## src/rtl/extMemPkg.sv

```systemverilog
`default_nettype none

package extMemPkg;

    localparam int DATA_BITS = 32;
    localparam int LEN_BITS = 8;
    localparam int EXT_ADDR_BITS = 30;
    localparam int BUF_ADDR_BITS = 6;
    localparam int BUF_DEPTH = 1 << BUF_ADDR_BITS;

    // Host space splits on the top address bit
    localparam int HOST_ADDR_BITS = 8;
    localparam int HOST_BUF_BIT = HOST_ADDR_BITS - 1;
    localparam int REG_IDX_BITS = HOST_ADDR_BITS - 1;

    localparam logic [REG_IDX_BITS-1:0] REG_EXT_ADDR = 7'd0;
    localparam logic [REG_IDX_BITS-1:0] REG_LOCAL_ADDR = 7'd1;
    localparam logic [REG_IDX_BITS-1:0] REG_LEN = 7'd2;
    localparam logic [REG_IDX_BITS-1:0] REG_CTRL = 7'd3;

    localparam int CTRL_GO_BIT = 0;
    localparam int CTRL_DIR_BIT = 1;
    localparam int STAT_BUSY_BIT = 0;
    localparam int STAT_DONE_BIT = 1;
    localparam int STAT_DIR_BIT = 2;

    // Bus latency from command word to first data beat
    localparam int WAIT_BITS = 3;
    localparam logic [WAIT_BITS-1:0] WR_WAIT = 3'd2;
    localparam logic [WAIT_BITS-1:0] RD_WAIT = 3'd4;

    typedef struct packed {
        logic                     dir;
        logic [EXT_ADDR_BITS-1:0] extAddr;
        logic [BUF_ADDR_BITS-1:0] localAddr;
        logic [LEN_BITS-1:0]      len;
    } dmaCmd_t;

    typedef enum logic [1:0] {IDLE, LAUNCH, RUN, FINISH} engState_t;

endpackage

`default_nettype wire

```

## src/rtl/dmaEngine.sv

```systemverilog
`timescale 1ns/1ps
`default_nettype none

module dmaEngine
    import extMemPkg::*;
(
    input  logic                     clk,
    input  logic                     rst,

    input  logic                     go,
    input  dmaCmd_t                  cmd,

    output logic                     memEn,
    output logic                     memWrite,
    output logic [LEN_BITS-1:0]      memLen,
    output logic [EXT_ADDR_BITS-1:0] memAddr,
    input  logic                     busy,
    input  logic                     advance,
    output logic [DATA_BITS-1:0]     wrData,
    input  logic [DATA_BITS-1:0]     rdData,

    output logic [BUF_ADDR_BITS-1:0] bufAddr,
    output logic                     bufWe,
    output logic [DATA_BITS-1:0]     bufWdata,
    input  logic [DATA_BITS-1:0]     bufRdata,

    output logic                     done
);

    engState_t                state;
    logic [BUF_ADDR_BITS-1:0] beatOffset;

    assign memEn = (state == LAUNCH);
    assign memWrite = cmd.dir;
    assign memLen = cmd.len;
    assign memAddr = cmd.extAddr;

    // Buffer address wraps at the buffer depth
    assign bufAddr = cmd.localAddr + beatOffset;
    assign wrData = bufRdata;
    assign bufWe = advance && !cmd.dir;
    assign bufWdata = rdData;

    assign done = (state == FINISH);

    always_ff @(posedge clk) begin
        if (rst) begin
            state <= IDLE;
            beatOffset <= '0;
        end else begin
            case (state)
                IDLE: begin
                    if (go) begin
                        state <= LAUNCH;
                    end
                end
                LAUNCH: begin
                    beatOffset <= '0;
                    state <= RUN;
                end
                // Interface busy is already up in the first RUN cycle
                RUN: begin
                    if (advance) begin
                        beatOffset <= beatOffset + 1'b1;
                    end
                    if (!busy) begin
                        state <= FINISH;
                    end
                end
                FINISH: state <= IDLE;
                default: state <= IDLE;
            endcase
        end
    end

    assert property (@(posedge clk) disable iff (rst) advance |-> state == RUN)
        else $error("data beat outside the RUN state");

endmodule

`default_nettype wire

```

## config.mk

```make
export PLATFORM = sky130hd
export DESIGN_NAME = dmaEngine
export DESIGN_NICKNAME = d
export VERILOG_FILES = /design/src/rtl/extMemPkg.sv /design/src/rtl/dmaEngine.sv
export SDC_FILE = /design/constraint.sdc
export NUM_CORES = 1
export LEC_CHECK = 0
export BUFFER_PORTS_ARGS = -buffer_cell sky130_fd_sc_hd__buf_4
export CORE_AREA = 2 2 87 89
export DETAILED_ROUTE_END_ITERATION = 16
export DIE_AREA = 0 0 89 91
export GPL_ROUTABILITY_DRIVEN = 0
export PLACE_DENSITY = 0.68
export SYNTH_ARGS = -nofsm -noshare
export SYNTH_HDL_FRONTEND = slang
export SYNTH_SLANG_ARGS = --single-unit
```

## constraint.sdc

```tcl
create_clock -name clk -period 3.28 [get_ports clk]
set_input_delay 0.164 -clock clk [delete_from_list [all_inputs] [get_ports clk]]
set_output_delay 0.164 -clock clk [all_outputs]
set_load 0.05 [all_outputs]
```

==> results.ini <==
[finish]
drive_gt1_share_pct = 33.33
multiInputGateArea_um2 = 462.9
seqCellArea_um2 = 160.2
n_fill_cell = 835
area_growth_pct = -32.80
final_cells = 189
n_antenna_cell = 0
final_nets = 218

[timing]
setup_tns_ns = 0
hold_viol_final = 0
grt_setup_unrepaired = false
tightest_slew_ns = 0.2974
slew_headroom_pct = 80.17
final-max-slew-violation-count = 0
finClkSkew_ns = 0.004675
min_period_over_period_pct = 64.77
setup_violations = 0
fmax_mhz = 470.7
min_period_ns = 2.124

[yosys]
synth_seq_cells = 8
synth-xor-area-share_pct = 3.086
syn-mean-instance-area_um2 = 8.297
yosys.area.top_type = buf_4
yosys_warnings = 0
synth_area_leaders = buf_4 54%, dfxtp_1 11%, ha_1 9.7%, a21oi_1 2.1%, mux2i_1 2.1%
ys.flop_type = dfxtp_1
yosys.area_share.simple_pct = 8.730
netlist-cell-type-count = 29
synthCells = 171
synthAdderAreaFrac_pct = 11.11
async_reset_ff_share_pct = 0
synth-edff-count = 0
synth_top_area_share_pct = 54.50
synth_area_um2 = 1419
synth_top_family_by_area = buffers and inverters
synth-compound-area-share_pct = 6.526
synthesis.nets = 297
yosys-mux-area-fraction_pct = 3.175
ys_seq_area_share_pct = 11.29

[grt]
antenna_found_initial = 0
grt_max_degree = 11
met1_usage_pct = 5.792
grt_pass1_vias = 699
gr-usage-met3_pct = 4.545
grt_pass1_wl_um = 3463
track_usage_pct = 5.852
grt_use_met2_pct = 5.908
busiest_layer = met4
grt-ovfl-total = 0

[clock_tree]
htreeDepth = 1
clock_path_buffers = 2
numClockSinks = 8
cts_setup_buffers = 0
insertion_delay_ns = 0.23
cts_hold_buf = 0
cts-root-buf = clkbuf_8
cts_tree = built
cts_resized = 0
cts_made_buffers = 3
clk_pin_slew_ns = 0.04

[route]
drt_wl_total_um = 2289
dr.pass1.iters = 2
via_per_inst = 3.598
route.vias.total = 680
wl_per_cell_um = 12.11
ant_nets = 0
dr.first_iter.drc_count = 10
drc_errors = 0

[worst_setup_path]
worstSetupStartpointType = flip-flop
cp.buffers_inverters = 1
critPathMaxStageDelay_ns = 0.42
path_class = reg -> out
crit_path_max_fanout = 5
worstPathCellList = ha_1 -> fa_1 -> a21o_1 -> a21oi_1 -> xnor2_1 -> buf_4
critPathRequiredTime_ns = 3.12
worstPathArrival_ns = 1.96
crit_family = adder cells
end_kind = output port
cp_slowest_cell = fa_1

[pwr]
power_frac_clock_pct = 25.9
swShare_pct = 41.53
p_int_uw = 270.7
ir_drop_mv = 0.2819
p_seq_share_pct = 27.1
switchingPower_uw = 192.3
p_leak_nw = 0.4160
comb_power_share_pct = 47.0
power.density_nw_per_um2 = 485.6

[flow_run]
maxCapViolCount = 0

[floorplan]
core_area_um2 = 7137
num_io_pins = 226
num_rows = 31
start_util_pct = 19.88
fp.dieW_um = 89
die_y_um = 91
die_area_um2 = 8099

[hold_path]
min_path_type = in -> reg

[place]
dpl.cell_count = 186
dp_hpwl_um = 1838
portBuffers = 21

[run_status]
outcome = finished clean

-- cell families (layout without fill, tap and decap cells) --
kind of cell               count (synthesis)  count (layout)
AOI/OAI and AO/OA                         15              15
xor gates and xnor gates                   5               5
adders and majority gates                 12              12
buffers and inverters                    107              26
DFF                                        8               8
muxes                                      4               4
and+or+nand+nor                           20              20
-- area by class of cell --
type / count / share of cell area, %
multi-input cells: 56 / 48.56
flip-flops and latches: 8 / 16.80
repair buffers: 21 / 16.54
well taps: 99 / 12.99
clock buffers: 3 / 4.331
inverters: 2 / 0.7874
-- metrics by stage --
| stage | hold WS (ns) | instance area (µm²) | utilization (%) | power [mW] | worst slack (ns) |
|---|---|---|---|---|---|
| after floorplan | 0.4071 | 1419 | - | 0.6306 | 1.298 |
| after global placement | 0.3283 | 912.1 | 12.78 | 0.3425 | 1.426 |
| final | 0.1787 | 953.4 | 13.36 | 0.4630 | 1.156 |
| after global routing | 0.1860 | 953.4 | 13.36 | 0.4972 | 1.014 |
| after CTS | 0.1710 | 953.4 | 13.36 | 0.4732 | 1.131 |
| after detailed placement | 0.3283 | 912.1 | 12.78 | 0.3453 | 1.382 |
-- registers in the layout, indices dropped and copies added (netlist names) --
name and cells:
beatOffset 6, state 2
-- routing by layer --
layer,share of wire (%),vias up
li1,-,290
met5,0,-
met3,18,52
met1,37,287
met2,31,51
met4,13,0
-- synthesized netlist by cell type, types with 2 or more instances --
library cell / count
nor3_1: 3
xnor2_1: 3
xor2_1: 2
nand4b_1: 2
nor2b_1: 2
inv_1: 2
nand2_1: 3
a21o_1: 2
o21ai_0: 2
nor2_1: 4
mux2i_1: 3
a21oi_1: 6
ha_1: 11
buf_4: 103
dfxtp_1: 8
o31ai_1: 2
-- worst reg2reg max path, cell delays in order, from the launching register on --
cell     delay, ns
dfxtp_1       0.34
inv_1         0.11
ha_1          0.34
and2_4        0.23
nand4_2       0.11
mux2_4        0.32
nor2_2        0.07
-- power groups by stage --
stage	clock network, mW	logic (mW)	registers [mW]
6_report	0.120	0.218	0.125
5_1_grt	0.132	0.238	0.127
4_1_cts	0.128	0.220	0.125
3_5_place_dp	0	0.219	0.126
3_3_place_gp	0	0.217	0.126
2_1_floorplan	0	0.508	0.122
-- layout by cell type, fill, tap and decap left out, drive strengths merged, types with 3 or more instances in the layout --
| cell type | count |
|---|---|
| clkbuf | 3 |
| nor3 | 3 |
| ha | 11 |
| xnor2 | 3 |
| nor2 | 5 |
| dfxtp | 8 |
| a21oi | 6 |
| nand2 | 3 |
| mux2i | 3 |
| buf | 21 |
-- worst paths after layout --
| kind | end | slack [ns] | start | cells after the start |
|---|---|---|---|---|
| hold reg to reg | beatOffset[5]$_SDFFE_PP0P_ | 0.49 | beatOffset[5]$_SDFFE_PP0P_ | 1 |
| setup reg to reg | beatOffset[3]$_SDFFE_PP0P_ | 1.70 | state[0]$_SDFFE_PP0P_ | 6 |
| setup / recovery | bufAddr[4] | 1.16 | beatOffset[0]$_SDFFE_PP0P_ | 6 |
| hold / removal | beatOffset[3]$_SDFFE_PP0P_ | 0.18 | rst | 2 |
Note: power is estimated with default switching activity, not from simulation.
