File: config.mk
export PLATFORM = sky130hd
export DESIGN_NAME = extMemInterface
export DESIGN_NICKNAME = d
export VERILOG_FILES = /design/src/rtl/extMemPkg.sv /design/src/rtl/extMemInterface.sv
export SDC_FILE = /design/constraint.sdc
export NUM_CORES = 1
export LEC_CHECK = 0
export BUFFER_PORTS_ARGS = -buffer_cell sky130_fd_sc_hd__buf_2
export CORE_MARGIN = 3
export CORE_UTILIZATION = 41
export DETAILED_ROUTE_END_ITERATION = 8
export PLACE_DENSITY = 0.92
export RECOVER_POWER = 100
export SLEW_MARGIN = 20
export SYNTH_ARGS = -nofsm -noshare
export SYNTH_HDL_FRONTEND = slang
export SYNTH_SLANG_ARGS = --single-unit
File: constraint.sdc
create_clock -name clk -period 5.1 [get_ports clk]
set_input_delay 0.255 -clock clk [delete_from_list [all_inputs] [get_ports clk]]
set_output_delay 0.255 -clock clk [all_outputs]
set_load 0.05 [all_outputs]
File: src/rtl/extMemPkg.sv
`default_nettype none

package extMemPkg;

    localparam int DATA_BITS = 32;
    localparam int LEN_BITS = 8;
    localparam int EXT_ADDR_BITS = 30;
    localparam int BUF_ADDR_BITS = 6;
    localparam int BUF_DEPTH = 1 << BUF_ADDR_BITS;

    // Host space splits on the top address bit
    localparam int HOST_ADDR_BITS = 8;
    localparam int HOST_BUF_BIT = HOST_ADDR_BITS - 1;
    localparam int REG_IDX_BITS = HOST_ADDR_BITS - 1;

    localparam logic [REG_IDX_BITS-1:0] REG_EXT_ADDR = 7'd0;
    localparam logic [REG_IDX_BITS-1:0] REG_LOCAL_ADDR = 7'd1;
    localparam logic [REG_IDX_BITS-1:0] REG_LEN = 7'd2;
    localparam logic [REG_IDX_BITS-1:0] REG_CTRL = 7'd3;

    localparam int CTRL_GO_BIT = 0;
    localparam int CTRL_DIR_BIT = 1;
    localparam int STAT_BUSY_BIT = 0;
    localparam int STAT_DONE_BIT = 1;
    localparam int STAT_DIR_BIT = 2;

    // Bus latency from command word to first data beat
    localparam int WAIT_BITS = 3;
    localparam logic [WAIT_BITS-1:0] WR_WAIT = 3'd2;
    localparam logic [WAIT_BITS-1:0] RD_WAIT = 3'd4;

    typedef struct packed {
        logic                     dir;
        logic [EXT_ADDR_BITS-1:0] extAddr;
        logic [BUF_ADDR_BITS-1:0] localAddr;
        logic [LEN_BITS-1:0]      len;
    } dmaCmd_t;

    typedef enum logic [1:0] {IDLE, LAUNCH, RUN, FINISH} engState_t;

endpackage

`default_nettype wire

File: src/rtl/extMemInterface.sv
`timescale 1ns/1ps
`default_nettype none

module extMemInterface
    import extMemPkg::*;
(
    input  logic                     clk,
    input  logic                     rst,

    input  logic                     en,
    input  logic                     write,
    input  logic [LEN_BITS-1:0]      len,
    input  logic [EXT_ADDR_BITS-1:0] addr,
    output logic                     busy,

    output logic                     advance,
    input  logic [DATA_BITS-1:0]     wrData,
    output logic [DATA_BITS-1:0]     rdData,

    output logic                     extOen,
    output logic                     extEn,
    output logic [DATA_BITS-1:0]     extBusOut,
    input  logic [DATA_BITS-1:0]     extBusIn
);

    logic                 active;
    logic                 isWrite;
    logic [LEN_BITS-1:0]  lenCnt;
    logic [WAIT_BITS-1:0] waitCnt;

    assign busy = active;
    assign advance = active && (waitCnt == '0);
    assign rdData = (advance && !isWrite) ? extBusIn : '0;

    always_ff @(posedge clk) begin
        if (rst) begin
            active <= 1'b0;
            extEn <= 1'b0;
            extOen <= 1'b1;
            waitCnt <= '0;
        end else begin
            // Enable covers the command cycle and every cycle while active
            extEn <= active || en;

            if (!active && en) begin
                active <= 1'b1;
                isWrite <= write;
                lenCnt <= len;
                waitCnt <= write ? WR_WAIT : RD_WAIT;
                extOen <= 1'b1;
                extBusOut <= {write, 1'b0, addr};
            end else if (active) begin
                if (waitCnt != '0) begin
                    waitCnt <= waitCnt - 1'b1;
                    // Turn the bus around one cycle ahead of read data
                    if (waitCnt == WAIT_BITS'(1)) begin
                        extOen <= isWrite;
                    end
                end else begin
                    if (isWrite) begin
                        extBusOut <= wrData;
                    end
                    if (lenCnt == LEN_BITS'(1)) begin
                        active <= 1'b0;
                        extOen <= 1'b1;
                    end
                    lenCnt <= lenCnt - 1'b1;
                end
            end
        end
    end

    // Zero length would run the down-counter through 256 beats
    assert property (@(posedge clk) disable iff (rst) en |-> len != '0)
        else $error("burst launched with zero length");

endmodule

`default_nettype wire

==> out/qor.csv, run 1 <==
stage,metric,value,unit
drt,DR iter-0 viols,88,
power_and_ir_drop,clock network power share,23.8,%
drt,DRC violations left,0,
sta,measured slew at the worst slew-check pin,2860,ps
sta,total negative slack,0,ps
synthesis,fraction of synthesized area in multiplexers,0.415,%
clocking,CTS tree,built,
outcome,status,"complete, but fails checks",
clocking,Post-CTS Setup Inserts,0,
sta,Max Clk Rate,0.284,GHz
sta,Slew Limit Fails,119,
clocking,Clock Pin Slew Worst Setup and Hold Paths,90,ps
critical_path,CP Class,reg2reg,
place,Post-DP Area,0.00335,sq mm
sta,Final Skew,7.17,ps
drt,Routed wire per std cell,13.5,um
synthesis,register area share after synthesis,56.0,%
global_route,total gr overflow,0,
global_route,vias in the first global route,2166,
critical_path,CP Max Fanout,32,
floorplan,core area,0.00561,sq mm
drt,aggregate routed wire length,6730,um
sta,"Hold Violations, Final",0,
floorplan,initial core utilization,43.0,%
synthesis,Yosys cell types,35,
synthesis,Ys Warns,0,
global_route,largest net degree at the start of global routing,48,
layout,Util after Layout,59.3,%
place,PortBufs,173,
power_and_ir_drop,Max IR drop VDD,147,uV
critical_path,worst endpoint required time,4960,ps
clocking,CTS H-tree lvls,2,
place,GP Congestion,0.806,
critical_path,CP peak stage delay,2180,ps
global_route,first-pass GRT wire length,9180,um
power_and_ir_drop,power share of the combinational group,26.8,%
drt,routed vias,2396,
synthesis,"Top FF cell, synth",edfxtp_1,
critical_path,CP startpoint kind,register,
sta,RSZ-0062 raised after global routing,no,
critical_path,critical path arrival,3380,ps
synthesis,Post-Synth Adder-Cell Area,2.59,%
critical_path,crit path cell chain,nor2_1 -> nor2_1 -> a21boi_1,
power_and_ir_drop,P_sw,324,uW
synthesis,Synth Area in Simple Gates,31.2,%
drt,Final ANT Viol Nets,0,
floorplan,full die area,0.00684,sq mm
job,Max Cap Viol,3,
min_path,Min-Delay Path Class,in2reg,
power_and_ir_drop,Int Pwr,625,uW
clocking,CTS root buf,clkbuf_8,
sta,Slew headroom,-91.0,%
synthesis,synthesized cell area,0.00241,sq mm
sta,Setup WS post-layout,1580,ps
synthesis,post-synthesis compound-gate area fraction,6.02,%
place,post-DP HPWL,5210,um
global_route,total track usage,17.6,%
sta,fin crit share,69.0,%
synthesis,number of synthesized flops with an enable pin,41,
critical_path,"CP delay by family, top",compound AO/OA/AOI/OAI gates,
drt,vias per cell,4.80,
layout,Antenna diodes,0,
critical_path,crit end category,register,
power_and_ir_drop,sequential share of power,49.4,%
layout,Filler Cell Count,536,
floorplan,FP Rows,27,
place,post-place setup slack,2450,ps
synthesis,post-synthesis xor/xnor area fraction,0.727,%
critical_path,"Slowest-stage cell, CP",a21boi_1,
drt,DRT Pass-1 Iters,5,
clocking,Sinks on Clock Net,47,
synthesis,post-synthesis instance total,257,
synthesis,Yosys reg bits,47,
synthesis,fraction of registers with async set/reset,0,%
layout,share of cells above drive strength 1,26.9,%
global_route,initial antenna violation count,0,
synthesis,Synth Area per Inst,9.38,sq um
sta,minimum clock period,3520,ps
sta,setup violators final,0,
synthesis,post-synth net total,368,
layout,"Net count, final",537,
power_and_ir_drop,Sw Share,34.2,%
critical_path,Most Frequent Cell on Critical Path,nor2_1,
layout,Area Overhead vs Synth,37.9,%
clocking,clock buffer depth,2,
clocking,clk_lat worst skew,300,ps
critical_path,WP buf/inv,0,
clocking,TritonCTS Buffers,5,
layout,cell area after layout,0.00333,sq mm
synthesis,combinational family with the most area after synthesis,simple AND/OR/NAND/NOR gates,
floorplan,die height,82.7,um
power_and_ir_drop,leakage,1.51,nW
power_and_ir_drop,power density over the cells,285,mW/mm^2
floorplan,chip width,82.7,um
outcome,violated checks,"capacitance limit, slew limit",
clocking,CTS resizes,0,
floorplan,IO Pins,174,
clocking,Hold Buf Count CTS,0,
## cell usage after synthesis (3+ instances only)
cell / instances / area, sq um
nor2_1: 10 / 37.5
nand2b_1: 4 / 25.0
ha_1: 5 / 62.6
a31oi_1: 4 / 25.0
edfxtp_1: 41 / 1230
inv_1: 5 / 18.8
a21oi_1: 4 / 20.0
and2_1: 33 / 206
dfxtp_1: 6 / 120
nand2_1: 97 / 364
nor2b_1: 3 / 18.8
o21ai_0: 7 / 35.0
clkbuf_1: 13 / 48.8
## layout by cell type (no fill, tap or decap), types with 2 or more instances in the layout
cell / count
or3_1: 2
a31oi_1: 4
nand2b_1: 4
nand2_1: 97
buf_2: 105
and2_1: 33
clkbuf_1: 71
dfxtp_1: 6
clkinv_2: 2
o31ai_1: 2
ha_1: 5
a21oi_1: 4
inv_1: 5
or4_1: 2
nor3b_1: 2
clkbuf_8: 5
o21ai_0: 7
nor2b_1: 2
nor2_1: 10
edfxtp_1: 41
## worst paths after layout
kind	from	endpoint	slack [ps]	cells past startpoint
max	busy	extBusOut[0]	1580	3
min	addr[2]	extBusOut[2]	210	3
max reg2reg	busy	extBusOut[0]	1580	3
min reg2reg	waitCnt[0]	waitCnt[0]	500	2
## metal layers
metal  wire length, um  global-route usage [%]  vias to the layer above  part of all wire, %
met2              3520                    34.1                      124                   52
met1              2330                    17.4                     1068                   35
li1                  -                       -                     1190                    -
met4               168                    7.68                        0                  2.5
met3               706                    4.56                       14                   10
met5                 0                       0                        -                    0
## per-stage QoR
| stage | std cells | power (mW) | hold WS, ps |
|---|---|---|---|
| final | 499 | 0.949 | 213 |
| after global routing | 499 | 1.00 | 208 |
| after CTS | 499 | 0.968 | 186 |
| after detailed placement | 491 | 0.742 | 496 |
| after global placement | 491 | 0.733 | 479 |
| after floorplan | 257 | 0.655 | 354 |
## state kept, by name, summed over array words and instances (netlist names)
register   flops
extBusOut     32
isWrite        1
extEn          1
waitCnt        3
lenCnt         8
busy           1
extOen         1
## layout make-up
| type | instances | area, sq um | area share (%) |
|---|---|---|---|
| clock buffer | 5 | 68.8 | 2.07 |
| clock inverter | 3 | 18.8 | 0.564 |
| inverter | 5 | 18.8 | 0.564 |
| multi-input combinational | 191 | 986 | 29.6 |
| sequential | 47 | 1350 | 40.6 |
| tap | 72 | 90.1 | 2.71 |
| timing repair buffer | 176 | 792 | 23.8 |
## power by group through the flow
| stage | sequential [mW] | clock, mW | combinational, mW |
|---|---|---|---|
| global route | 0.473 | 0.250 | 0.277 |
| finish | 0.469 | 0.226 | 0.254 |
| floorplan | 0.540 | 0 | 0.115 |
| detailed placement | 0.477 | 0 | 0.265 |
| global placement | 0.475 | 0 | 0.259 |
| CTS | 0.468 | 0.235 | 0.265 |
## worst min-delay path, delay by kind of cell
| kind | cells | cell delay [ps] |
|---|---|---|
| simple gates | 2 | 80 |
| buf+inv | 1 | 70 |
## cell families (layout without fill, tap and decap cells)
group	after synthesis	count (layout)
adder cells (fa/ha/maj)	5	5
AND/OR/NAND/NOR	160	160
multiplexers	1	1
buffers and inverters	19	189
flip-flops	47	47
AO/OA/AOI/OAI	23	23
XOR/XNOR	2	2
Note: power is estimated with default switching activity, not from simulation.
==> run 2: changes to the inputs <==
- clock period: 5.1 -> 3.5 ns (I/O delays scaled with it)
==> out/qor.csv, run 2 (synthesized netlist as in run 1, its figures left out) <==
stage,metric,value,unit,change
drt,DRT Pass-1 Iters,4,,-1
sta,Final Skew,11.4,ps,+4.20 ps
clocking,Hold Buf Count CTS,0,,unchanged
floorplan,die height,82.7,um,unchanged
power_and_ir_drop,Sw Share,33.5,%,-0.62 points
place,post-DP HPWL,5340,um,+2.4%
sta,hold_ws,132,ps,-80.8 ps
sta,Slew Limit Fails,33,,-72%
clocking,Clock Pin Slew Worst Setup and Hold Paths,90,ps,about the same
power_and_ir_drop,sequential share of power,50.0,%,+0.6 points
global_route,first-pass GRT wire length,9600,um,+4.6%
layout,Top Registers,"extBusOut (32), lenCnt (8), waitCnt (3)",,
critical_path,R2R depth,5,,+2
critical_path,worst endpoint required time,3390,ps,-1570 ps
floorplan,IO Pins,174,,unchanged
drt,DR iter-0 viols,73,,-17%
sta,setup violators final,0,,unchanged
layout,"most common cell after layout, fill and taps aside",buf_2,,
sta,"Hold Violations, Final",0,,unchanged
global_route,initial antenna violation count,0,,unchanged
power_and_ir_drop,clock network power share,22.8,%,-1.0 points
sta,measured slew at the worst slew-check pin,1640,ps,-1220 ps
layout,Largest register FFs,32,,unchanged
outcome,status,"complete, but fails checks",,
place,GP Congestion,0.834,,+3.5%
power_and_ir_drop,leakage,1.51,nW,about the same
layout,"Net count, final",538,,+0.19%
clocking,Sinks on Clock Net,47,,unchanged
layout,Area Overhead vs Synth,38.2,%,
global_route,total track usage,18.5,%,+0.88 points
global_route,vias in the first global route,2097,,-3.2%
drt,routed vias,2370,,-1.1%
floorplan,chip width,82.7,um,unchanged
layout,most frequent cells in the layout,"105 x buf_2, 97 x nand2_1, 73 x clkbuf_1",,
global_route,total gr overflow,0,,unchanged
drt,Final ANT Viol Nets,0,,unchanged
power_and_ir_drop,power density over the cells,410,mW/mm^2,+44%
sta,fin crit share,72.5,%,+3.5 points
global_route,largest net degree at the start of global routing,33,,-31%
clocking,CTS H-tree lvls,2,,unchanged
sta,Max Clk Rate,0.394,GHz,+39%
critical_path,Worst R2R Start,waitCnt[0],,
place,PortBufs,173,,unchanged
power_and_ir_drop,P_sw,459,uW,+41%
job,Max Cap Viol,1,,-2
clocking,CTS tree,built,,
floorplan,core area,0.00561,sq mm,unchanged
sta,RSZ-0062 raised after global routing,no,,
power_and_ir_drop,Max IR drop VDD,276,uV,+88%
layout,share of cells above drive strength 1,26.9,%,-0.063 points
min_path,min-delay src,addr[20],,
critical_path,CP Class,reg2reg,,
critical_path,critical path arrival,2430,ps,-950 ps
floorplan,FP Rows,27,,unchanged
min_path,Min-Delay Path Class,in2reg,,
power_and_ir_drop,power share of the combinational group,27.2,%,+0.4 points
clocking,Post-CTS Setup Inserts,0,,unchanged
critical_path,crit path capture,extBusOut[10],,
layout,Reg with most FFs,extBusOut,,
drt,vias per cell,4.74,,-1.3%
drt,DRC violations left,0,,unchanged
critical_path,RR Endpoint,extBusOut[10],,
sta,minimum clock period,2540,ps,-981 ps
sta,Slew headroom,-10.0,%,+81 points
critical_path,CP startpoint kind,register,,
power_and_ir_drop,Int Pwr,909,uW,+45%
layout,Filler Cell Count,544,,+1.5%
floorplan,full die area,0.00684,sq mm,unchanged
drt,Routed wire per std cell,13.6,um,+1.0%
floorplan,initial core utilization,43.0,%,unchanged
clocking,CTS root buf,clkbuf_8,,
critical_path,crit path from,waitCnt[0],,
drt,aggregate routed wire length,6810,um,+1.2%
clocking,CTS resizes,0,,unchanged
sta,total negative slack,0,ps,unchanged
critical_path,CP Max Fanout,32,,unchanged
layout,Antenna diodes,0,,unchanged
critical_path,r2r setup slk,960,ps,-620 ps
clocking,clock buffer depth,2,,unchanged
clocking,clk_lat worst skew,300,ps,about the same
outcome,violated checks,"capacitance limit, slew limit",,
critical_path,crit end category,register,,
clocking,TritonCTS Buffers,5,,unchanged
## run 2: metal layers
metal	wire [um]	vias to the layer above	track usage [%]
li1	-	1194	-
met1	2450	1054	20.1
met2	3610	110	34.9
met3	653	12	4.77
met4	101	0	5.88
met5	0	-	0
## run 2: final cells by class
| type | instances | area (sq um) | share of cell area, % |
|---|---|---|---|
| tap | 72 | 90.1 | 2.70 |
| multi-input combinational | 191 | 991 | 29.7 |
| sequential | 47 | 1350 | 40.6 |
| timing repair buffer | 177 | 800 | 24.0 |
| inverter | 5 | 18.8 | 0.563 |
| clock inverter | 1 | 5.00 | 0.150 |
| clock buffer | 7 | 76.3 | 2.29 |
## run 2: per-stage QoR
| stage | std cells | util, % | setup slack (ps) | power, mW | instance area [sq um] |
|---|---|---|---|---|---|
| after detailed placement | 492 | 59.9 | 1310 | 1.08 | 3360 |
| after global placement | 492 | 59.9 | 1430 | 1.07 | 3360 |
| final | 500 | 59.4 | 962 | 1.37 | 3330 |
| after CTS | 500 | 61.3 | 1280 | 1.39 | 3440 |
| after floorplan | 257 | - | 355 | 0.954 | 2410 |
| after global routing | 500 | 59.4 | 715 | 1.44 | 3330 |
## run 2: worst min path at each step
| stage | to | slack (ps) | cells after the start |
|---|---|---|---|
| after floorplan | isWrite | 270 | 0 |
| after global placement | isWrite | 420 | 1 |
| after detailed placement | isWrite | 420 | 1 |
| after CTS | isWrite | 110 | 1 |
| after global routing | extBusOut[20] | 120 | 3 |
| final | extBusOut[20] | 130 | 3 |
## run 2: worst max-delay path, cell delays in order (launching register included)
cell and delay, ps:
dfxtp_1 340, inv_1 100, ha_1 230, nor2b_1 190, nand2_1 90, a21boi_2 1180
## run 2: power by group through the flow
stage	logic [mW]	clock network, mW	registers (mW)
6_report	0.371	0.312	0.684
5_1_grt	0.404	0.348	0.690
4_1_cts	0.389	0.316	0.683
3_5_place_dp	0.388	0	0.695
3_3_place_gp	0.378	0	0.692
2_1_floorplan	0.168	0	0.786
