<file path="config.mk">
export PLATFORM = sky130hd
export DESIGN_NAME = dmaRegs
export DESIGN_NICKNAME = d
export VERILOG_FILES = /design/src/rtl/extMemPkg.sv /design/src/rtl/dmaRegs.sv
export SDC_FILE = /design/constraint.sdc
export NUM_CORES = 1
export LEC_CHECK = 0
export ABC_AREA = 0
export BUFFER_PORTS_ARGS = -buffer_cell sky130_fd_sc_hd__buf_2
export CAP_MARGIN = 20
export CORE_MARGIN = 2
export CORE_UTILIZATION = 43
export CTS_BUF_LIST = sky130_fd_sc_hd__clkbuf_2
export DETAILED_ROUTE_END_ITERATION = 8
export PLACE_DENSITY = 0.94
export REMOVE_ABC_BUFFERS = 1
export SLEW_MARGIN = 25
export SYNTH_ARGS = -nofsm -noshare
export SYNTH_HDL_FRONTEND = slang
export SYNTH_SLANG_ARGS = --single-unit
</file>
<file path="constraint.sdc">
create_clock -name clk -period 1.7 [get_ports clk]
set_clock_uncertainty 0.15 [all_clocks]
set_input_delay 0.17 -clock clk [delete_from_list [all_inputs] [get_ports clk]]
set_output_delay 0.17 -clock clk [all_outputs]
set_load 0.03 [all_outputs]
</file>
<file path="src/rtl/extMemPkg.sv">
`default_nettype none

package extMemPkg;

    localparam int DATA_BITS = 32;
    localparam int LEN_BITS = 8;
    localparam int EXT_ADDR_BITS = 30;
    localparam int BUF_ADDR_BITS = 6;
    localparam int BUF_DEPTH = 1 << BUF_ADDR_BITS;

    // Host space splits on the top address bit
    localparam int HOST_ADDR_BITS = 8;
    localparam int HOST_BUF_BIT = HOST_ADDR_BITS - 1;
    localparam int REG_IDX_BITS = HOST_ADDR_BITS - 1;

    localparam logic [REG_IDX_BITS-1:0] REG_EXT_ADDR = 7'd0;
    localparam logic [REG_IDX_BITS-1:0] REG_LOCAL_ADDR = 7'd1;
    localparam logic [REG_IDX_BITS-1:0] REG_LEN = 7'd2;
    localparam logic [REG_IDX_BITS-1:0] REG_CTRL = 7'd3;

    localparam int CTRL_GO_BIT = 0;
    localparam int CTRL_DIR_BIT = 1;
    localparam int STAT_BUSY_BIT = 0;
    localparam int STAT_DONE_BIT = 1;
    localparam int STAT_DIR_BIT = 2;

    // Bus latency from command word to first data beat
    localparam int WAIT_BITS = 3;
    localparam logic [WAIT_BITS-1:0] WR_WAIT = 3'd2;
    localparam logic [WAIT_BITS-1:0] RD_WAIT = 3'd4;

    typedef struct packed {
        logic                     dir;
        logic [EXT_ADDR_BITS-1:0] extAddr;
        logic [BUF_ADDR_BITS-1:0] localAddr;
        logic [LEN_BITS-1:0]      len;
    } dmaCmd_t;

    typedef enum logic [1:0] {IDLE, LAUNCH, RUN, FINISH} engState_t;

endpackage

`default_nettype wire

</file>
<file path="src/rtl/dmaRegs.sv">
`timescale 1ns/1ps
`default_nettype none

module dmaRegs
    import extMemPkg::*;
(
    input  logic                      clk,
    input  logic                      rst,

    input  logic                      hostWrite,
    input  logic [HOST_ADDR_BITS-1:0] hostAddr,
    input  logic [DATA_BITS-1:0]      hostWdata,
    output logic [DATA_BITS-1:0]      hostRdata,

    input  logic                      busy,
    input  logic                      done,
    output logic                      go,
    output dmaCmd_t                   cmd,

    output logic                      bufWe,
    output logic [BUF_ADDR_BITS-1:0]  bufAddr,
    output logic [DATA_BITS-1:0]      bufWdata,
    input  logic [DATA_BITS-1:0]      bufRdata
);

    logic                    running;
    logic                    doneFlag;
    logic                    bufSel;
    logic                    regWrite;
    logic [REG_IDX_BITS-1:0] regIdx;
    logic [DATA_BITS-1:0]    statusWord;

    assign bufSel = hostAddr[HOST_BUF_BIT];
    assign regIdx = hostAddr[REG_IDX_BITS-1:0];
    // Command registers are frozen from go until done
    assign regWrite = hostWrite && !bufSel && !running;

    assign bufWe = hostWrite && bufSel;
    assign bufAddr = hostAddr[BUF_ADDR_BITS-1:0];
    assign bufWdata = hostWdata;

    always_comb begin
        statusWord = '0;
        statusWord[STAT_BUSY_BIT] = running || busy;
        statusWord[STAT_DONE_BIT] = doneFlag;
        statusWord[STAT_DIR_BIT] = cmd.dir;
    end

    always_comb begin
        hostRdata = '0;
        if (bufSel) begin
            hostRdata = bufRdata;
        end else begin
            case (regIdx)
                REG_EXT_ADDR:   hostRdata = DATA_BITS'(cmd.extAddr);
                REG_LOCAL_ADDR: hostRdata = DATA_BITS'(cmd.localAddr);
                REG_LEN:        hostRdata = DATA_BITS'(cmd.len);
                REG_CTRL:       hostRdata = statusWord;
                default:        hostRdata = '0;
            endcase
        end
    end

    always_ff @(posedge clk) begin
        if (rst) begin
            cmd <= '0;
            go <= 1'b0;
            running <= 1'b0;
            doneFlag <= 1'b0;
        end else begin
            go <= 1'b0;
            if (done) begin
                running <= 1'b0;
                doneFlag <= 1'b1;
            end
            if (regWrite) begin
                case (regIdx)
                    REG_EXT_ADDR:   cmd.extAddr <= hostWdata[EXT_ADDR_BITS-1:0];
                    REG_LOCAL_ADDR: cmd.localAddr <= hostWdata[BUF_ADDR_BITS-1:0];
                    REG_LEN:        cmd.len <= hostWdata[LEN_BITS-1:0];
                    REG_CTRL: begin
                        cmd.dir <= hostWdata[CTRL_DIR_BIT];
                        if (hostWdata[CTRL_GO_BIT]) begin
                            go <= 1'b1;
                            running <= 1'b1;
                            doneFlag <= 1'b0;
                        end
                    end
                    default: ;
                endcase
            end
        end
    end

    // The running flag must cover the bus interface's whole active window
    assert property (@(posedge clk) disable iff (rst) go |-> !busy)
        else $error("go raised while a burst is active");

endmodule

`default_nettype wire

</file>
==> results of run 1 <==
[cell type report]
class                      count  area [um2]
clock inverter                 3        46.3
inverter                       2        7.51
fill                         472        2000
multi-input combinational    237        1570
clock buffer                   5        25.0
tap                           77        96.3
sequential                    48        1000
timing repair buffer         258        1720
[through the flow]
step                      hold WS [ns]  total power, mW
after global routing            0.0195             2.58
after floorplan                 0.0968             1.36
final                           0.0608             2.49
after global placement           0.190             1.72
after CTS                       0.0596             2.47
after detailed placement         0.190             1.74
[path summary, 6_finish.rpt]
check / to / from / depth (start not counted)
max: hostRdata[2] / cmd[44] / 3
min: cmd[18] / hostAddr[0] / 4
max reg2reg: cmd[5] / running / 5
min reg2reg: cmd[31] / cmd[31] / 2
[flip-flops by register name, indices dropped and copies added, names as in the netlist]
register / flops
go: 1
running: 1
doneFlag: 1
cmd: 45
[worst reg2reg max path: cells and delay by family (launching register included)]
kind | cells | cell delay [ns]
mux | 1 | 0.16
buf+inv | 2 | 0.29
simple gates | 2 | 0.64
flops | 1 | 0.39
[logic make-up (layout without fill, tap and decap cells)]
family / count (synthesis) / in the layout / synth area share, %
muxes: 52 / 52 / 18.8
buffers and inverters: 68 / 268 / 15.3
and+or+nand+nor: 148 / 148 / 24.6
DFF: 48 / 48 / 33.1
AOI/OAI and AO/OA: 37 / 37 / 8.19
[what timing repair did]
| action | in CTS | in global routing |
|---|---|---|
| hold buffers | 33 | 0 |
| endpoints found under the setup margin | 8 | 42 |
| pin swaps | 8 | 7 |
| hold endpoints to repair | 48 | 0 |
| buffers inserted | 11 | 6 |
| gates resized for setup | 35 | 41 |
| cloned | 0 | 2 |
[power groups by stage]
| stage | combinational (mW) | sequential, mW | clock [mW] |
|---|---|---|---|
| 2_1_floorplan | 0.204 | 1.16 | 0 |
| 3_3_place_gp | 0.570 | 1.15 | 0 |
| 3_5_place_dp | 0.584 | 1.16 | 0 |
| 4_1_cts | 0.661 | 1.13 | 0.671 |
| 5_1_grt | 0.727 | 1.14 | 0.722 |
| 6_report | 0.693 | 1.13 | 0.664 |
[placed cells by master, fill, tap and decap left out, types with 2 or more instances in the layout]
master         instances
dfxtp_1               17
mux4_2                 2
nand2_1              102
o41ai_2                3
buf_2                171
buf_6                  7
buf_4                 39
nand4_1               24
nor3_1                 2
buf_12                 5
dfxtp_2               31
mux2i_2                2
clkbuf_2               5
mux2i_1               48
a22o_1                 5
clkbuf_16              2
and2_1                 3
o21ai_0               18
o2bb2ai_1              3
nor2_1                 2
dlygate4sd3_1         33
o21ai_1                5
[routing by layer]
layer  vias up  track usage (%)  part of all wire [%]
met1      1604             26.5                    35
met5         -                0                     0
met3        32             5.14                   8.4
met2       209             50.7                    54
met4         0             11.1                   2.8
li1       1578                -                     -
==> run_results.csv, run 1 <==
group,metric,value,unit
status,status,"complete, but fails checks",
status,violations,"setup timing",
clocking,cts.clk_slew.worst_paths,0.30,ns
setup_path,critPathSlowestCell,"mux4_2",
setup_path,end_kind,"output port",
route,vias,3423,
finish,layout.nets,629,
setup_path,worstPathRequired,1.38,ns
logic_synthesis,ys_types,34,
logic_synthesis,synthArstFlopShare,0,%
sta,setup_ws,-0.294,ns
sta,rsz0062_at_grt,"yes",
setup_path,arrival,1.67,ns
grt,grt_pass1_wl,15.3,mm
route,firstDrtPassIters,4,
power_and_ir_drop,power_switching,0.836,mW
grt,gr-total-overflow,0,
logic_synthesis,synthTopCellsByCount,"102 x nand2_1, 50 x mux2i_1, 48 x dfxtp_1",
setup_path,path_class,"reg2out",
power_and_ir_drop,power.density,559,mW/mm2
power_and_ir_drop,pwr-share-seq,45.5,%
setup_path,crit_path_start_kind,"flip-flop",
power_and_ir_drop,pwr-share-comb,27.8,%
finish,postLayoutCellArea,0.00446,mm2
clocking,clk_latency,0.43,ns
placement,dp_hpwl,6.86,mm
logic_synthesis,synth_top_cell_by_area,"dfxtp_1",
sta,worst_pin_slew,0.367,ns
power_and_ir_drop,p_leak,2.21,nW
placement,preCtsSetupSlack,0.0180,ns
sta,hold_violations,0,
floorplanning,start_util,45.0,%
sta,setup_violations,5,
grt,antenna_found_initial,0,
route,viasPerCell,5.43,
floorplanning,die_h,86.2,um
floorplanning,core,0.00646,mm2
clocking,root_buffer,"clkbuf_2",
sta,min_period,1.99,ns
route,wl,10.6,mm
power_and_ir_drop,power.internal,1.65,mW
power_and_ir_drop,swShare,33.6,%
setup_path,crit_fanout,2,
finish,layout-drive-gt1-share,51.5,%
placement,dpl.cell_count,570,
logic_synthesis,synth_area_leaders,"dfxtp_1 33%, mux2i_1 17%, nand2_1 13%, buf_4 10%, nand4_1 5.2%",
floorplanning,die_w,86.2,um
route,drtIter0Drc,158,
logic_synthesis,synthFlopType,"dfxtp_1",
setup_path,crit_buf_inv,1,
setup_path,crit_path_cell_trace,"mux4_2 > a22o_1 > buf_6",
clocking,htreeDepth,2,
setup_path,r2r_slack,0.06,ns
finish,post-route-util,69.0,%
grt,grt_max_degree,33,
floorplanning,num_rows,29,
logic_synthesis,synth.most_common_cell,"nand2_1",
setup_path,cpLargestDelayFamily,"multiplexers",
logic_synthesis,synth_seq_cells,48,
power_and_ir_drop,clock_power_share,26.6,%
logic_synthesis,yosys_warnings,0,
finish,n_antenna_cell,0,
grt,grt_usage,25.9,%
min_path,hold_class,"in2reg",
setup_path,critical-path-max-stage-delay,0.45,ns
grt,grt_pass1_vias,3258,
finish,final_cells,630,
run,cap_viol_max_count,0,
sta,maxSlewViolCount,0,
sta,fmax,0.502,GHz
route,routedWlPerCell,16.8,um
placement,io_buffers,189,
logic_synthesis,syn-cell-area,0.00290,mm2
floorplanning,io_pins,194,
power_and_ir_drop,ir_drop,437,uV
route,ant_nets,0,
placement,placed_area,0.00370,mm2
logic_synthesis,yosysTopAreaCellShare,33.1,%
clocking,cts_tree,"done",
clocking,clock_sinks,48,
floorplanning,die-area,0.00743,mm2
sta,post-route-period-util,117,%
logic_synthesis,syn-instance-count,353,
logic_synthesis,avgSynthCellArea,8.23,um2
logic_synthesis,synth_edf_count,0,
placement,place.gp.congestion,0.768,
clocking,clock_path_buffers,2,
clocking,numCtsBuffers,5,
logic_synthesis,ys_seq_area_share,33.1,%
finish,synthToLayoutAreaGrowth,53.5,%
sta,relSlewSlack,75.5,%
sta,totalNegativeSetupSlack,-0.820,ns
route,drc,0,
Note: power is estimated with default switching activity, not from simulation.
==> run 2, diff against run 1 <==
--- a/config.mk
+++ b/config.mk
@@ -6,14 +6,15 @@
 export NUM_CORES = 1
 export LEC_CHECK = 0
 export ABC_AREA = 0
-export BUFFER_PORTS_ARGS = -buffer_cell sky130_fd_sc_hd__buf_2
 export CAP_MARGIN = 20
 export CORE_MARGIN = 2
-export CORE_UTILIZATION = 43
+export CORE_UTILIZATION = 58
 export CTS_BUF_LIST = sky130_fd_sc_hd__clkbuf_2
 export DETAILED_ROUTE_END_ITERATION = 8
-export PLACE_DENSITY = 0.94
+export DONT_BUFFER_PORTS = 1
+export PLACE_DENSITY = 0.86
 export REMOVE_ABC_BUFFERS = 1
+export SKIP_CTS_REPAIR_TIMING = 1
 export SLEW_MARGIN = 25
 export SYNTH_ARGS = -nofsm -noshare
 export SYNTH_HDL_FRONTEND = slang
==> constraint.sdc (replaced) <==
create_clock -name clk -period 1.7 [get_ports clk]
set_clock_uncertainty 0.15 [all_clocks]
set_input_delay 0.17 -clock clk [delete_from_list [all_inputs] [get_ports clk]]
set_output_delay 0.17 -clock clk [all_outputs]
set_load 0.05 [all_outputs]
==> run 2 against run 1 <==
  * Critical path type unchanged
  * Via count shrank 14%
  * Routed wire length shrank 7.8%
  * Combinational power shrank 28%
  * Sequential power is essentially flat
  * Power shrank 18%
  * Clock power shrank 37%
  * Non-clock buffer count shrank 130
  * Count of clock-buffer cells in the layout is the same
  * Setup slack gained 0.084 ns
  * The flow still finishes with violations (setup timing)
  * Global-route usage grew 1.8 points
==> run_results.csv, run 2 (same netlist as run 1, synthesis figures left out) <==
group,metric,value,unit
placement,placed_area,0.00332,mm2
sta,fmax,0.524,GHz
sta,hold_violations,0,
run,cap_viol_max_count,0,
finish,n_antenna_cell,0,
finish,final_common_cell,"nand2_1",
placement,io_buffers,0,
clocking,numCtsBuffers,5,
setup_path,worstPathRequired,1.38,ns
setup_path,arrival,1.59,ns
finish,layout-drive-gt1-share,31.4,%
setup_path,r2r_slack,0,ns
grt,grt_max_degree,62,
finish,largest_reg_flops,45,
floorplanning,start_util,60.7,%
sta,relSlewSlack,65.7,%
sta,setup_ws,-0.209,ns
finish,top_register,"cmd",
sta,min_period,1.91,ns
setup_path,r2r-end,"cmd[24]",
route,drtIter0Drc,159,
route,wl,9.76,mm
floorplanning,io_pins,194,
grt,grt_pass1_vias,2490,
route,firstDrtPassIters,4,
placement,place.gp.congestion,0.749,
floorplanning,die_w,74.8,um
grt,antenna_found_initial,0,
clocking,clock_path_buffers,2,
setup_path,rr_worst_depth,5,
sta,post-route-period-util,112,%
route,vias,2945,
route,ant_nets,0,
sta,worst_pin_slew,0.513,ns
grt,gr-total-overflow,0,
floorplanning,die-area,0.00559,mm2
sta,rsz0062_at_grt,"yes",
finish,final_cell_mix,"102 x nand2_1, 79 x buf_4, 49 x mux2i_1",
route,routedWlPerCell,20.0,um
finish,layout.nets,499,
sta,setup_violations,5,
setup_path,cp-endpoint,"hostRdata[1]",
status,status,"complete, but fails checks",
power_and_ir_drop,power.density,534,mW/mm2
clocking,cts_tree,"done",
route,drc,0,
grt,grt_usage,27.8,%
clocking,cts.clk_slew.worst_paths,0.22,ns
floorplanning,num_rows,25,
floorplanning,core,0.00479,mm2
setup_path,crit_fanout,2,
setup_path,crit_path_start_kind,"flip-flop",
power_and_ir_drop,p_leak,1.65,nW
setup_path,end_kind,"output port",
clocking,clock_sinks,48,
clocking,root_buffer,"clkbuf_2",
setup_path,path_class,"reg2out",
floorplanning,die_h,74.8,um
route,viasPerCell,6.05,
setup_path,rr_startpoint,"running",
finish,postLayoutCellArea,0.00384,mm2
finish,synthToLayoutAreaGrowth,32.3,%
status,violations,"setup timing",
sta,totalNegativeSetupSlack,-0.513,ns
clocking,htreeDepth,2,
sta,holdWs,0.0495,ns
min_path,hold_class,"in2reg",
grt,grt_pass1_wl,11.9,mm
setup_path,startpoint,"doneFlag",
placement,preCtsSetupSlack,0.140,ns
placement,dp_hpwl,6.17,mm
clocking,clk_latency,0.39,ns
sta,maxSlewViolCount,0,
power_and_ir_drop,ir_drop,423,uV
-- run 2: changes by cell type in the layout (fill, tap and decap cells not counted), moves of 2 or more --
cell / previous run / this run
dfxtp_2: 31 / 15
dlygate4sd3_1: 33 / 38
dfxtp_1: 17 / 32
o21ai_0: 18 / 7
buf_12: 5 / 7
buf_6: 7 / 2
buf_2: 171 / 0
o21ai_1: 5 / 16
buf_4: 39 / 79
-- run 2: area by class of cell --
cell class,instances,area (um2)
fill,299,943
clock buffer,5,25.0
sequential,48,983
timing repair buffer,128,1190
multi-input combinational,237,1560
tap,67,83.8
inverter,2,7.51
-- run 2: worst min-delay path by stage --
stage	from	end	slack (ns)	cells past startpoint
2_1_floorplan	rst	go	0.1	1
3_3_place_gp	rst	go	0.10	1
3_5_place_dp	rst	go	0.1	1
4_1_cts	rst	go	-0.37	1
5_1_grt	hostAddr[4]	cmd[0]	0.03	4
6_report	hostAddr[4]	cmd[0]	0.05	4
-- run 2: routing by layer --
layer / share of wire (%) / global-route usage [%] / up-vias
met5: 0 / 0 / -
met4: 3.5 / 7.74 / 0
met3: 9.0 / 10.2 / 38
met2: 53 / 51.9 / 202
met1: 35 / 29.3 / 1387
li1: - / - / 1318
-- run 2: power by group --
group / internal [mW] / switching, mW / leakage (nW)
combinational: 0.193 / 0.307 / 1.23
clock: 0.0788 / 0.342 / 0.0208
sequential: 1.13 / 0.00180 / 0.395
total: 1.40 / 0.651 / 1.65
-- run 2: metrics by stage --
step,power (mW),std cells,utilization [%]
2_1_floorplan,1.43,287,-
3_3_place_gp,1.56,440,69.3
3_5_place_dp,1.56,440,69.3
4_1_cts,1.97,445,69.8
5_1_grt,2.13,487,80.3
6_report,2.05,487,80.3
-- run 2: critical path, stage by stage (launching register included) --
cell and delay [ns]:
dfxtp_2 0.37, mux4_2 0.45, a22o_1 0.22, buf_12 0.15
==> run 3, diff against run 2 <==
--- a/config.mk
+++ b/config.mk
@@ -12,8 +12,8 @@
 export CTS_BUF_LIST = sky130_fd_sc_hd__clkbuf_2
 export DETAILED_ROUTE_END_ITERATION = 8
 export DONT_BUFFER_PORTS = 1
+export MAX_ROUTING_LAYER = met4
 export PLACE_DENSITY = 0.86
-export REMOVE_ABC_BUFFERS = 1
 export SKIP_CTS_REPAIR_TIMING = 1
 export SLEW_MARGIN = 25
 export SYNTH_ARGS = -nofsm -noshare
==> run 3 against run 2 <==
  * The flow still finishes with violations (setup timing)
  * Power grew 18%
  * Hold slack lost 0.046 ns
  * Routed wire length grew 20%
  * Critical path depth grew 1
  * Utilization grew 13 points
  * Global-route usage grew 4.5 points
  * Clock power grew 59%
  * Count of clock-buffer cells in the layout is the same
==> run_results.csv, run 3 (same netlist as run 1, synthesis figures left out) <==
group,metric,value,unit
clocking,root_buffer,"clkbuf_2",
sta,hold_violations,0,
setup_path,crit_path_cell_trace,"nor2b_1 > a211oi_1 > o41ai_4 > buf_12",
sta,post-route-period-util,118,%
placement,dpl.cell_count,437,
min_path,min-delay-start,"hostAddr[7]",
floorplanning,die_w,74.8,um
route,drtIter0Drc,262,
finish,final_common_cell,"nand2_1",
power_and_ir_drop,ir_drop,584,uV
setup_path,rr_worst_depth,4,
setup_path,rr_startpoint,"running",
grt,grt_max_degree,62,
route,viasPerCell,6.61,
sta,fmax,0.498,GHz
placement,place.gp.congestion,0.794,
finish,largest_reg_flops,45,
route,firstDrtPassIters,5,
finish,final_cells,486,
setup_path,crit_fanout,2,
setup_path,arrival,1.69,ns
sta,setup_violations,14,
route,routedWlPerCell,24.2,um
status,status,"complete, but fails checks",
min_path,min_to,"cmd[18]",
finish,top_register,"cmd",
clocking,clk_latency,0.45,ns
setup_path,r2r_slack,-0.03,ns
clocking,numCtsBuffers,5,
finish,layout.nets,495,
clocking,cts_tree,"done",
logic_synthesis,syn_nets,430,
floorplanning,die_h,74.8,um
finish,nFillCells,155,
setup_path,r2r-end,"cmd[5]",
setup_path,crit_path_start_kind,"flip-flop",
clocking,cts.clk_slew.worst_paths,0.29,ns
sta,min_period,2.01,ns
floorplanning,start_util,60.7,%
finish,synthToLayoutAreaGrowth,53.6,%
run,cap_viol_max_count,0,
sta,maxSlewViolCount,0,
power_and_ir_drop,p_leak,1.82,nW
placement,io_buffers,0,
route,ant_nets,0,
placement,dp_hpwl,7.00,mm
grt,grt_pass1_vias,2795,
power_and_ir_drop,power.density,542,mW/mm2
sta,setup_ws,-0.310,ns
grt,gr-usage-met3,8.30,%
grt,antenna_found_initial,0,
clocking,clock_path_buffers,2,
sta,relSlewSlack,61.4,%
route,wl,11.8,mm
grt,grt_usage,32.3,%
setup_path,worstPathRequired,1.38,ns
sta,worst_pin_slew,0.583,ns
min_path,hold_path_depth,4,
finish,final_cell_mix,"101 x nand2_1, 58 x buf_4, 45 x mux2i_1",
route,vias,3212,
clocking,htreeDepth,2,
min_path,hold_class,"in2reg",
finish,layout-drive-gt1-share,40.3,%
sta,rsz0062_at_grt,"yes",
power_and_ir_drop,power,2.42,mW
setup_path,critical-path-max-stage-delay,0.43,ns
clocking,clock_sinks,48,
floorplanning,die-area,0.00559,mm2
setup_path,end_kind,"output port",
grt,grt.met1_usage,32.9,%
grt,grtUsageMet2,58.0,%
grt,grt.busiest_layer,"met2",
grt,grt_pass1_wl,13.3,mm
finish,n_antenna_cell,0,
status,violations,"setup timing",
setup_path,path_class,"reg2out",
floorplanning,io_pins,194,
floorplanning,core,0.00479,mm2
grt,gr-total-overflow,0,
floorplanning,num_rows,25,
route,drc,0,
setup_path,critPathSlowestCell,"a211oi_1",
==> run 3: cell types whose count changed in the layout (fill, tap and decap cells not counted), sizes merged <==
cell         delta
dlygate4sd3     -1
bufinv          +1
inv             +2
buf             -2
clkbuf          -1
==> run 3: worst max-delay path, delay by kind of cell (launching register included) <==
family	cells	cell delay, ns
AND/OR/NAND/NOR	1	0.14
AO/OA/AOI/OAI	2	0.55
buffers and inverters	1	0.16
flip-flops	1	0.39
==> run 3: routing by layer <==
layer / part of all wire [%] / vias up
li1: - / 1318
met1: 34 / 1535
met2: 51 / 293
met3: 9.4 / 66
met4: 5.1 / 0
met5: 0 / -
==> run 3: cell type report <==
type	count	area, um2	share of cell area [%]
clock inverter	3	45.0	1.01
clock buffer	5	25.0	0.561
tap	67	83.8	1.88
inverter	2	7.51	0.168
timing repair buffer	124	1380	31.0
sequential	48	993	22.3
multi-input combinational	237	1920	43.1
==> run 3: where the power goes <==
| group | switching, mW | leakage [nW] | internal (mW) | total [mW] |
|---|---|---|---|---|
| sequential | 0.00268 | 0.398 | 1.13 | 1.13 |
| combinational | 0.347 | 1.38 | 0.272 | 0.619 |
| clock | 0.411 | 0.0439 | 0.256 | 0.667 |
| total | 0.760 | 1.82 | 1.66 | 2.42 |
==> run 3: worst max-delay path by stage <==
stage	startpoint	endpoint	slack [ns]
floorplan	cmd[0]	hostRdata[0]	-0.08
global placement	hostAddr[3]	hostRdata[8]	0.17
detailed placement	hostAddr[3]	cmd[28]	0.10
CTS	running	hostRdata[0]	-0.37
global route	running	hostRdata[0]	-0.38
finish	cmd[14]	hostRdata[0]	-0.31
==> run 3: metrics by stage <==
stage,cell area (um2),utilization [%],hold WS (ns),setup TNS (ns),worst slack (ns)
floorplan,3210,-,0.0968,-0.0818,-0.0818
finish,4460,93.2,0.00334,-1.22,-0.310
CTS,3900,81.5,-0.417,-1.41,-0.366
detailed placement,3830,80.1,0.108,0,0.100
global route,4460,93.2,-0.0251,-2.70,-0.381
global placement,3830,80.1,0.106,0,0.168
